--- config.mk ---
export PLATFORM = sky130hd
export DESIGN_NAME = pcx_xbar
export DESIGN_NICKNAME = d
export VERILOG_FILES = /design/src/source/ccx_pkg.sv /design/src/source/pcx_ingress.sv /design/src/source/pcx_src_queue.sv /design/src/source/pcx_dest_arb.sv /design/src/source/pcx_xbar.sv
export SDC_FILE = /design/constraint.sdc
export NUM_CORES = 1
export LEC_CHECK = 0
export ABC_AREA = 1
export BUFFER_PORTS_ARGS = -buffer_cell sky130_fd_sc_hd__buf_2
export CAP_MARGIN = 20
export CORE_ASPECT_RATIO = 1.25
export CORE_MARGIN = 2
export CORE_UTILIZATION = 45
export DETAILED_ROUTE_END_ITERATION = 10
export PLACE_DENSITY_LB_ADDON = 0.3
export SLEW_MARGIN = 10
export SYNTH_ARGS = -nofsm -noshare
export SYNTH_HDL_FRONTEND = slang
export SYNTH_SLANG_ARGS = --single-unit
--- constraint.sdc ---
create_clock -name rclk -period 3.9 [get_ports rclk]
set_input_delay 0.78 -clock rclk [delete_from_list [all_inputs] [get_ports rclk]]
set_output_delay 0.78 -clock rclk [all_outputs]
set_load 0.01 [all_outputs]
--- src/source/ccx_pkg.sv ---
package ccx_pkg;

   // Default sizes for the top level parameters
   localparam int NUM_CORES_DEF = 4;   // Requesting cores
   localparam int NUM_DEST_DEF  = 2;   // Cache banks
   localparam int DATA_W_DEF    = 64;  // Packet payload bits

   // Max ungranted packets per core and bank
   localparam int QUEUE_DEPTH = 2;

   // Index width for n items with a minimum of one bit
   function automatic int idx_w(input int n);
      return (n > 1) ? $clog2(n) : 1;
   endfunction

   // Per-bank arbiter state
   typedef enum logic {
      ARB_IDLE     = 1'b0,  // Free round-robin pick
      ARB_ATOM_2ND = 1'b1   // Locked on one core for the second half of a pair
   } arb_state_e;

endpackage

--- src/source/pcx_ingress.sv ---
`timescale 1ns/10ps

// Request staging for the processor-to-cache path
// A core raises its bank request in pq and drives the packet in pa, so the
// request is held one cycle here and meets its data on the way into the queue
module pcx_ingress #(
   parameter int num_cores = ccx_pkg::NUM_CORES_DEF,
   parameter int num_dest  = ccx_pkg::NUM_DEST_DEF,
   parameter int data_w    = ccx_pkg::DATA_W_DEF
) (
   input  logic                                rclk,
   input  logic                                rst_n,
   input  logic [num_cores-1:0][num_dest-1:0]  spc_req_pq,   // One-hot bank per core
   input  logic [num_cores-1:0]                spc_atom_pq,  // First half of a pair
   input  logic [num_cores-1:0][data_w-1:0]    spc_data_pa,  // One cycle after request
   output logic [num_cores-1:0]                wr_en,        // Queue write per core
   output logic [num_cores-1:0][ccx_pkg::idx_w(num_dest)-1:0] wr_dest,
   output logic [num_cores-1:0][data_w-1:0]    wr_data,
   output logic [num_cores-1:0]                wr_atom
);

   localparam int dst_w = ccx_pkg::idx_w(num_dest);

   logic [num_cores-1:0]            req_vld;     // Any bank bit set
   logic [num_cores-1:0][dst_w-1:0] req_dest;    // Encoded bank
   logic [num_cores-1:0]            stg_vld_q;   // Request waiting for its data
   logic [num_cores-1:0]            stg_atom_q;
   logic [num_cores-1:0][dst_w-1:0] stg_dest_q;

   // One-hot to index
   // Lowest set bit wins if a core ever drives more than one
   always_comb begin
      for (int c = 0; c < num_cores; c++) begin
         req_vld[c]  = |spc_req_pq[c];
         req_dest[c] = '0;
         for (int d = num_dest - 1; d >= 0; d--) begin
            if (spc_req_pq[c][d]) begin
               req_dest[c] = dst_w'(d);
            end
         end
      end
   end

   always_ff @(posedge rclk or negedge rst_n) begin
      if (!rst_n) begin
         stg_vld_q  <= '0;
         stg_atom_q <= '0;
      end else begin
         stg_vld_q  <= req_vld;
         stg_atom_q <= req_vld & spc_atom_pq;  // Flag means nothing without a request
      end
   end

   // Encoded bank held with the staged request
   always_ff @(posedge rclk) begin
      for (int c = 0; c < num_cores; c++) begin
         if (req_vld[c]) begin
            stg_dest_q[c] <= req_dest[c];
         end
      end
   end

   // In the pa cycle the staged header and the arriving data form the packet
   assign wr_en   = stg_vld_q;
   assign wr_dest = stg_dest_q;   // Picks the queue within this core's row
   assign wr_atom = stg_atom_q;
   assign wr_data = spc_data_pa;  // Captured by the queue at the same edge

endmodule

--- src/source/pcx_src_queue.sv ---
`timescale 1ns/10ps

// One small FIFO per core and bank pair
// Holds the packets a core has sent but that the bank arbiter has not yet taken
module pcx_src_queue #(
   parameter int num_cores = ccx_pkg::NUM_CORES_DEF,
   parameter int num_dest  = ccx_pkg::NUM_DEST_DEF,
   parameter int data_w    = ccx_pkg::DATA_W_DEF
) (
   input  logic                                            rclk,
   input  logic                                            rst_n,
   input  logic [num_cores-1:0]                            wr_en,
   input  logic [num_cores-1:0][ccx_pkg::idx_w(num_dest)-1:0] wr_dest,
   input  logic [num_cores-1:0][data_w-1:0]                wr_data,
   input  logic [num_cores-1:0]                            wr_atom,
   input  logic [num_cores-1:0][num_dest-1:0]              pop,        // From bank arbiters
   output logic [num_cores-1:0][num_dest-1:0]              not_empty,
   output logic [num_cores-1:0][num_dest-1:0][data_w-1:0]  head_data,
   output logic [num_cores-1:0][num_dest-1:0]              head_atom
);

   localparam int depth = ccx_pkg::QUEUE_DEPTH;
   localparam int dst_w = ccx_pkg::idx_w(num_dest);
   localparam int ptr_w = ccx_pkg::idx_w(depth);
   localparam int cnt_w = $clog2(depth + 1);

   // Pointer step with wrap at the last entry
   function automatic logic [ptr_w-1:0] ptr_inc(input logic [ptr_w-1:0] p);
      return (p == ptr_w'(depth - 1)) ? '0 : p + 1'b1;
   endfunction

   for (genvar c = 0; c < num_cores; c++) begin : g_core
      for (genvar d = 0; d < num_dest; d++) begin : g_dest
         logic [data_w:0]  mem [depth];  // {atom, data}
         logic [ptr_w-1:0] wr_ptr_q;
         logic [ptr_w-1:0] rd_ptr_q;
         logic [cnt_w-1:0] cnt_q;
         logic             push;

         assign push = wr_en[c] && (wr_dest[c] == dst_w'(d));

         always_ff @(posedge rclk or negedge rst_n) begin
            if (!rst_n) begin
               wr_ptr_q <= '0;
               rd_ptr_q <= '0;
               cnt_q    <= '0;
            end else begin
               if (push) wr_ptr_q <= ptr_inc(wr_ptr_q);
               if (pop[c][d]) rd_ptr_q <= ptr_inc(rd_ptr_q);
               // Push and pop together leave the count alone
               case ({push, pop[c][d]})
                  2'b10:   cnt_q <= cnt_q + 1'b1;
                  2'b01:   cnt_q <= cnt_q - 1'b1;
                  default: cnt_q <= cnt_q;
               endcase
            end
         end

         always_ff @(posedge rclk) begin
            if (push) mem[wr_ptr_q] <= {wr_atom[c], wr_data[c]};
         end

         assign not_empty[c][d] = (cnt_q != '0);  // Seen the cycle after the write
         assign {head_atom[c][d], head_data[c][d]} = mem[rd_ptr_q];
      end
   end

endmodule

--- src/source/pcx_dest_arb.sv ---
`timescale 1ns/10ps

// Per-bank round-robin arbiter and output stage
// Picks one core per bank each cycle, pops its head, registers the packet
// toward the bank and the grant back toward the core
module pcx_dest_arb #(
   parameter int num_cores = ccx_pkg::NUM_CORES_DEF,
   parameter int num_dest  = ccx_pkg::NUM_DEST_DEF,
   parameter int data_w    = ccx_pkg::DATA_W_DEF
) (
   input  logic                                            rclk,
   input  logic                                            rst_n,
   input  logic [num_dest-1:0]                             dest_stall_pq,  // Level per bank
   input  logic [num_cores-1:0][num_dest-1:0]              not_empty,
   input  logic [num_cores-1:0][num_dest-1:0][data_w-1:0]  head_data,
   input  logic [num_cores-1:0][num_dest-1:0]              head_atom,
   output logic [num_cores-1:0][num_dest-1:0]              pop,
   output logic [num_cores-1:0][num_dest-1:0]              spc_grant_px,
   output logic [num_dest-1:0]                             dest_data_rdy_px,
   output logic [num_dest-1:0][data_w-1:0]                 dest_data_px,
   output logic [num_dest-1:0]                             dest_atom_px,
   output logic [num_dest-1:0][ccx_pkg::idx_w(num_cores)-1:0] dest_src_px
);

   localparam int src_w = ccx_pkg::idx_w(num_cores);

   ccx_pkg::arb_state_e             state_q [num_dest];  // Atomic lock per bank
   logic [num_dest-1:0][src_w-1:0]  rr_ptr_q;    // Highest priority core
   logic [num_dest-1:0][src_w-1:0]  lock_src_q;  // Core owning the pair
   logic [num_dest-1:0]             sel_vld;     // Bank delivers at next edge
   logic [num_dest-1:0][src_w-1:0]  sel_src;

   // Core after s with wrap at num_cores
   function automatic logic [src_w-1:0] rr_next(input logic [src_w-1:0] s);
      return (s == src_w'(num_cores - 1)) ? '0 : s + 1'b1;
   endfunction

   always_comb begin
      int idx;
      idx = 0;
      pop = '0;
      for (int d = 0; d < num_dest; d++) begin
         sel_vld[d] = 1'b0;
         sel_src[d] = '0;
         if (state_q[d] == ccx_pkg::ARB_ATOM_2ND) begin
            // Second half of a pair ignores stall
            sel_vld[d] = not_empty[lock_src_q[d]][d];
            sel_src[d] = lock_src_q[d];
         end else if (!dest_stall_pq[d]) begin
            // Scan from the far end so the core nearest the pointer wins
            for (int i = num_cores - 1; i >= 0; i--) begin
               idx = int'(rr_ptr_q[d]) + i;
               if (idx >= num_cores) idx = idx - num_cores;
               if (not_empty[idx][d]) begin
                  sel_vld[d] = 1'b1;
                  sel_src[d] = src_w'(idx);
               end
            end
         end
         if (sel_vld[d]) pop[sel_src[d]][d] = 1'b1;  // Head leaves at the next edge
      end
   end

   always_ff @(posedge rclk or negedge rst_n) begin
      if (!rst_n) begin
         for (int d = 0; d < num_dest; d++) begin
            state_q[d] <= ccx_pkg::ARB_IDLE;
         end
         rr_ptr_q         <= '0;  // Core 0 first
         lock_src_q       <= '0;
         spc_grant_px     <= '0;
         dest_data_rdy_px <= '0;
         dest_atom_px     <= '0;
      end else begin
         spc_grant_px     <= pop;      // One grant per delivered packet
         dest_data_rdy_px <= sel_vld;
         for (int d = 0; d < num_dest; d++) begin
            dest_atom_px[d] <= sel_vld[d] & head_atom[sel_src[d]][d];
            if (sel_vld[d]) rr_ptr_q[d] <= rr_next(sel_src[d]);
            if (state_q[d] == ccx_pkg::ARB_ATOM_2ND) begin
               state_q[d] <= ccx_pkg::ARB_IDLE;  // Lock holds for one cycle only
            end else if (sel_vld[d] && head_atom[sel_src[d]][d]) begin
               // First half goes out so the bank stays with the same core
               state_q[d]    <= ccx_pkg::ARB_ATOM_2ND;
               lock_src_q[d] <= sel_src[d];
            end
         end
      end
   end

   // Packet and source of the delivered head
   always_ff @(posedge rclk) begin
      for (int d = 0; d < num_dest; d++) begin
         if (sel_vld[d]) begin
            dest_data_px[d] <= head_data[sel_src[d]][d];
            dest_src_px[d]  <= sel_src[d];
         end
      end
   end

endmodule

--- src/source/pcx_xbar.sv ---
`timescale 1ns/10ps

// Processor-to-cache crossbar
// Cores -> staging -> per-pair queues -> per-bank arbiters -> banks
module pcx_xbar #(
   parameter int num_cores = ccx_pkg::NUM_CORES_DEF,
   parameter int num_dest  = ccx_pkg::NUM_DEST_DEF,
   parameter int data_w    = ccx_pkg::DATA_W_DEF
) (
   input  logic                                rclk,
   input  logic                                rst_n,
   input  logic [num_cores-1:0][num_dest-1:0]  spc_req_pq,
   input  logic [num_cores-1:0]                spc_atom_pq,
   input  logic [num_cores-1:0][data_w-1:0]    spc_data_pa,
   input  logic [num_dest-1:0]                 dest_stall_pq,
   output logic [num_cores-1:0][num_dest-1:0]  spc_grant_px,      // Per core, per bank
   output logic [num_dest-1:0]                 dest_data_rdy_px,
   output logic [num_dest-1:0][data_w-1:0]     dest_data_px,
   output logic [num_dest-1:0]                 dest_atom_px,
   output logic [num_dest-1:0][ccx_pkg::idx_w(num_cores)-1:0] dest_src_px
);

   localparam int dst_w = ccx_pkg::idx_w(num_dest);

   // Staging to queues
   logic [num_cores-1:0]             wr_en;
   logic [num_cores-1:0][dst_w-1:0]  wr_dest;
   logic [num_cores-1:0][data_w-1:0] wr_data;
   logic [num_cores-1:0]             wr_atom;

   // Queues to arbiters and back
   logic [num_cores-1:0][num_dest-1:0]             not_empty;
   logic [num_cores-1:0][num_dest-1:0][data_w-1:0] head_data;
   logic [num_cores-1:0][num_dest-1:0]             head_atom;
   logic [num_cores-1:0][num_dest-1:0]             pop;

   pcx_ingress #(.num_cores(num_cores), .num_dest(num_dest), .data_w(data_w))
   pcx_ingress_i (
      .rclk        (rclk),
      .rst_n       (rst_n),
      .spc_req_pq  (spc_req_pq),
      .spc_atom_pq (spc_atom_pq),
      .spc_data_pa (spc_data_pa),
      .wr_en       (wr_en),
      .wr_dest     (wr_dest),
      .wr_data     (wr_data),
      .wr_atom     (wr_atom)
   );

   pcx_src_queue #(.num_cores(num_cores), .num_dest(num_dest), .data_w(data_w))
   pcx_src_queue_i (
      .rclk      (rclk),
      .rst_n     (rst_n),
      .wr_en     (wr_en),
      .wr_dest   (wr_dest),
      .wr_data   (wr_data),
      .wr_atom   (wr_atom),
      .pop       (pop),
      .not_empty (not_empty),
      .head_data (head_data),
      .head_atom (head_atom)
   );

   pcx_dest_arb #(.num_cores(num_cores), .num_dest(num_dest), .data_w(data_w))
   pcx_dest_arb_i (
      .rclk             (rclk),
      .rst_n            (rst_n),
      .dest_stall_pq    (dest_stall_pq),
      .not_empty        (not_empty),
      .head_data        (head_data),
      .head_atom        (head_atom),
      .pop              (pop),
      .spc_grant_px     (spc_grant_px),
      .dest_data_rdy_px (dest_data_rdy_px),
      .dest_data_px     (dest_data_px),
      .dest_atom_px     (dest_atom_px),
      .dest_src_px      (dest_src_px)
   );

endmodule

* After elaboration in Yosys (flattened, before gate mapping)
Memory sizes are Yosys's and may differ from the RTL's.
Index checks and enable logic that the tools add are counted.
** Storage, ports and cells
- Memories kept :: 8
- Logic and storage cells :: 326
- Latch bits :: 0
- Memory bits (writable) :: 1040
- Register bits :: 198
- Input port bits :: 272
- Output and inout port bits :: 144
- ROM bits :: 0
** Memory list
- pcx_src_queue_i.g_core[0].g_dest[0].mem :: depth 2, bits a word 65, read ports 1, clocked after memory_dff 0, wr ports 1, RTL line pcx_src_queue.sv:34 : logic [data_w:0] mem [depth];
- pcx_src_queue_i.g_core[0].g_dest[1].mem :: depth 2, bits a word 65, read ports 1, clocked after memory_dff 0, wr ports 1, RTL line pcx_src_queue.sv:34
- pcx_src_queue_i.g_core[1].g_dest[0].mem :: depth 2, bits a word 65, read ports 1, clocked after memory_dff 0, wr ports 1, RTL line pcx_src_queue.sv:34
- pcx_src_queue_i.g_core[1].g_dest[1].mem :: depth 2, bits a word 65, read ports 1, clocked after memory_dff 0, wr ports 1, RTL line pcx_src_queue.sv:34
- pcx_src_queue_i.g_core[2].g_dest[0].mem :: depth 2, bits a word 65, read ports 1, clocked after memory_dff 0, wr ports 1, RTL line pcx_src_queue.sv:34
- pcx_src_queue_i.g_core[2].g_dest[1].mem :: depth 2, bits a word 65, read ports 1, clocked after memory_dff 0, wr ports 1, RTL line pcx_src_queue.sv:34
- 2 more memories
** Cells by class
- Eq/ne operators :: 18
- Reductions and logical operators :: 34
- Shift operators :: 0
- $lt $le $gt $ge :: 22
- Multiply operators :: 0
- Multiplexer cells :: 140
- Divide/modulo/power cells :: 0
- Bitwise gates (word level) :: 10
- $add $sub $neg :: 48
** Operators by type and width (count)
- $mux 32 :: 24
- $bmux 128 s2 :: 2
- $lt 32x4->1 const B :: 8
- $ge 32x4->1 const B :: 6
- $sub 32x4->32 const B :: 6
- $mux 128 :: 1
- $mux 64 :: 1
- $mux 1 :: 63
- $mux 2 :: 25
- $bmux 2 s2 :: 12
- $pmux 2 s2 :: 8
- $reduce_bool 2->1 :: 16
- $add 2x1->2 const B :: 10
- $eq 2x2->1 const B :: 10
- $add 1x1->1 const B :: 16
- $eq 2x1->1 const B :: 8
- $mux 8 :: 2
- $sub 2x1->2 const B :: 8
- $add 2x2->3 const B :: 4
- $logic_and 1x1->1 :: 12
- $lt 2x3->1 const B :: 4
- $demux 2 s2 :: 2
- $or 8x8->8 :: 1
- $reduce_or 2->1 :: 4
- other kinds (8) :: 19

* Longest topological paths before layout
- Depth after elaboration :: 23
- Depth in mapped cells :: 22
- Depth with buffers taken out :: 19

* Modules after synthesis
Synthesis repeated with hierarchy kept, for this count alone.
** Second synthesis, totals
- Cell total of the unflattened synthesis :: 4263
- Area total of the unflattened synthesis :: 51471.9 µm²
** Modules (own cells, without submodules)
- pcx_src_queue :: times used 1, area each 40139.7 µm², cells each 2900, seq. area each 32030.7 µm²
- pcx_dest_arb :: times used 1, area each 8999.9 µm², cells each 1071, seq. area each 4514.3 µm²
- pcx_ingress :: times used 1, area each 2332.2 µm², cells each 292, seq. area each 320.3 µm²

* Worst setup path before layout
OpenSTA, ideal clock, no wires.
- Path type :: input-to-reg
- From :: in dest_stall_pq[1]
- To :: reg pcx_src_queue_i.g_core[2].g_dest[1].cnt_q[1]
- Library setup time :: 0.124 ns
- Data arrival time :: 4.185 ns
- Slack :: -0.409 ns
- Data required time :: 3.776 ns
- Stages :: 10
- Cells stage by stage :: nor2_1 > o21ai_0 > nand2_1 > clkbuf_1 > nand2_1 > inv_1 > ha_1 > a21oi_1 > o21ai_0 > xnor2_1
** RTL lines
- start, declared :: RTL line pcx_xbar.sv:15 : input logic [num_dest-1:0] dest_stall_pq,
- end signal, assigned :: RTL line pcx_src_queue.sv:52 : 2'b10: cnt_q <= cnt_q + 1'b1;
- end signal, assigned :: RTL line pcx_src_queue.sv:53 : 2'b01: cnt_q <= cnt_q - 1'b1;
- end signal, assigned :: RTL line pcx_src_queue.sv:54 : default: cnt_q <= cnt_q;
- end, declared :: RTL line pcx_src_queue.sv:37 : logic [cnt_w-1:0] cnt_q;

==> flow_summary.yaml <==
clock_network:
  htree_levels: 3
  clock-root-buffer: "clkbuf_16"
  tritoncts: "yes"
  post_cts_buffers: 0
  clkTransAtPathRegs_ps: 60
  ctsHoldBuffers: 0
  clock_latency_ps: 720
  ctsResizeCount: 0
  cts_buffers: 111
  clkSinkCount: 1238
  clockBufferDepth: 3
min_path:
  hp-class: "input pin to asynchronous set/reset pin"
grt:
  grt_max_degree: 108
  antenna_found_initial: 110
  track_usage_pct: 29.1
  grt_first_pass_wirelength_um: 228000
  gr-total-overflow: 0
  grt_pass1_vias: 30400
sta:
  slew_violations: 0
  rsz0062_at_grt: "false"
  setup_viol: 0
  layout_min_cycle_time_ps: 3300
  slew_headroom_pct: 22.1
  tns_ps: 0
  fmax_mhz: 303
  worstMarginPinSlew_ps: 1170
  hold_viol: 0
  fin_skew_ps: 19.6
  min_period_over_period_pct: 84.6
place:
  io_buffers: 415
  placedCellCount: 5395
  dp_hpwl_um: 98200
  gp_congestion: 0.870
logic_synthesis:
  synthCells: 3689
  synth_warnings: 0
  avgSynthCellArea_um2: 13.1
  ys_seq_area_share_pct: 76.4
  yosysUniqueCellTypes: 35
  synthesis.area_mm2: 0.0483
  syn_nets: 3977
  ys_seq_elements: 1238
final_layout:
  fill_cells: 9032
  mostFrequentLayoutCell: "edfxtp_1"
  area_delta_synth_final_pct: 15.4
  layout_common_cells: "1,176 x edfxtp_1, 1,041 x nor2_1, 415 x buf_2"
  final_cells: 5648
  final_layout_size_suffix_gt1_share_pct: 19.1
  multi_input_area_mm2: 0.0103
  num-nets-final: 4368
  ff_latch_area_mm2: 0.0369
run:
  maxCapViolCount: 0
floorplan:
  io_pins: 416
  die_area_mm2: 0.110
  core_mm2: 0.107
  initial_core_util_pct: 45.3
  die_x_um: 297
  row_count: 134
  die_y_um: 370
worst_setup_path:
  reg2reg_depth: 16
  critPathRequiredTime_ps: 4490
  critPathLaunchType: "flop"
  cp_max_fo: 61
  worst_ep_arrival_time_ps: 3890
  path_class: "flop to flop"
  cp-end-kind: "flop"
drt:
  postRouteAntennaNets: 0
  wl_per_cell_um: 28.7
  via_count: 32300
  dr.first_iter.drc_count: 4086
  vias_per_cell: 5.72
  drt_pass1_iterations: 5
  routed_wirelength_um: 162000
  drc: 0
power_and_ir_drop:
  vdd_ir_drop_max_uv: 771
  powerDensity_mw_per_mm2: 850
  leakagePower_uw: 0.0202
outcome:
  status: "finished clean"
-- power by group --
group	total, uW	leakage (uW)	internal, uW	switching, uW
Sequential	20100	0.0117	18400	1700
Combinational	16400	0.00671	4330	12100
Clock	10800	0.00174	5970	4870
Total	47300	0.0202	28700	18600
-- flip-flops by register name (all words and copies together), names as in the netlist --
signal                                  flops
pcx_dest_arb_i.spc_grant_px                 8
pcx_ingress_i.wr_en                         4
pcx_dest_arb_i.rr_ptr_q                     4
pcx_src_queue_i.g_core.g_dest.rd_ptr_q      8
pcx_src_queue_i.g_core.g_dest.wr_ptr_q      8
pcx_ingress_i.wr_atom                       4
pcx_dest_arb_i.dest_atom_px                 2
pcx_ingress_i.wr_dest                       4
pcx_dest_arb_i.state_q                      2
pcx_src_queue_i.g_core.g_dest.cnt_q        16
pcx_dest_arb_i.dest_data_px               128
pcx_src_queue_i.g_core.g_dest.mem        1040
pcx_dest_arb_i.lock_src_q                   4
pcx_dest_arb_i.dest_src_px                  4
pcx_dest_arb_i.dest_data_rdy_px             2
-- stage by stage --
stage                     hold WS, ps  worst slack (ps)  area (um^2)  util (%)  power [uW]
final                            81.2               599        55700      52.2       47300
after global routing              130               306        55600      52.2       49200
after CTS                        72.0               599        55600      52.1       47300
after detailed placement          467               615        52000      48.8       36600
after global placement            462               668        52000      48.8       36300
after floorplan                   447               164        48300         -       29400
-- layer usage --
layer / GRT usage [%] / up-vias / part of all wire [%]
met1: 37.2 / 16000 / 37
met2: 45.4 / 1926 / 46
li1: - / 13900 / -
met4: 11.6 / 114 / 3.6
met3: 10.4 / 391 / 12
met5: 0 / - / 0.43
-- path summary, 6_finish.rpt --
check / from / endpoint / slack, ps
min in group rclk: spc_data_pa[125] / pcx_src_queue_i.g_core[1].g_dest[1].mem[1][61] / 270
worst min-delay path: rst_n / pcx_dest_arb_i.dest_atom_px[0] / 80
worst min register to register: pcx_src_queue_i.g_core[2].g_dest[0].cnt_q[1] / pcx_src_queue_i.g_core[2].g_dest[0].cnt_q[1] / 480
worst max register to register: pcx_dest_arb_i.rr_ptr_q[2] / pcx_src_queue_i.g_core[0].g_dest[1].cnt_q[1] / 600
worst max-delay path: pcx_dest_arb_i.rr_ptr_q[2] / pcx_src_queue_i.g_core[0].g_dest[1].cnt_q[1] / 600
max in group asynchronous: rst_n / pcx_src_queue_i.g_core[2].g_dest[1].rd_ptr_q / 3210
-- worst max-delay path: stages (launching register included) --
cell and delay (ps):
dfrtp_1 580, inv_4 100, nand2_1 130, nand3_2 100, nand3_1 140, nand2_1 60
nand2_1 80, nand3_2 150, nand2_8 410, inv_8 250, ha_1 280, nand2_1 110
inv_1 70, ha_1 300, a21oi_1 130, o21ai_0 130, xnor2_1 140
-- cell type report --
type	count	area share, %
Multi-Input combinational cell	2198	18.5
Inverter	54	0.436
Timing Repair Buffer	477	5.02
Sequential cell	1238	66.3
Antenna cell	47	0.211
Clock buffer	138	5.32
Clock inverter	68	0.996
Tap cell	1428	3.21
-- cells by family after synthesis --
family,count (synthesis),share of synthesized area [%]
buf+inv,253,2.56
mux,8,0.166
compound gates,549,6.56
simple gates,1592,13.3
fa+ha+maj,16,0.415
xor+xnor,33,0.614
flops,1238,76.4
-- cells in the mapped netlist --
library cell | n | area share, %
ha_1 | 16 | 0.41
o21ai_1 | 137 | 1.4
clkbuf_1 | 126 | 0.98
a32o_1 | 1 | 0.021
edfxtp_1 | 1176 | 73
o21a_1 | 4 | 0.062
o21ai_0 | 288 | 3.0
a21o_1 | 1 | 0.016
nand3_2 | 3 | 0.062
nand2_4 | 2 | 0.047
a21oi_1 | 13 | 0.13
dfrtp_1 | 62 | 3.2
o21ai_2 | 102 | 1.9
nor2_4 | 2 | 0.047
inv_4 | 2 | 0.026
inv_1 | 45 | 0.35
clkbuf_4 | 1 | 0.016
xor2_1 | 17 | 0.31
a21oi_4 | 1 | 0.034
mux2i_1 | 8 | 0.17
inv_2 | 7 | 0.054
o211ai_1 | 1 | 0.016
buf_2 | 39 | 0.40
o31ai_1 | 1 | 0.016
buf_6 | 28 | 0.65
nor2_2 | 3 | 0.039
xnor2_2 | 1 | 0.034
nand3_1 | 282 | 2.9
nand4_1 | 5 | 0.065
nand2_1 | 230 | 1.8
xnor2_1 | 15 | 0.27
buf_4 | 5 | 0.078
nand2_2 | 4 | 0.052
nor2_1 | 1057 | 8.2
or2_2 | 4 | 0.052
Power figures use the tool's default switching activity.
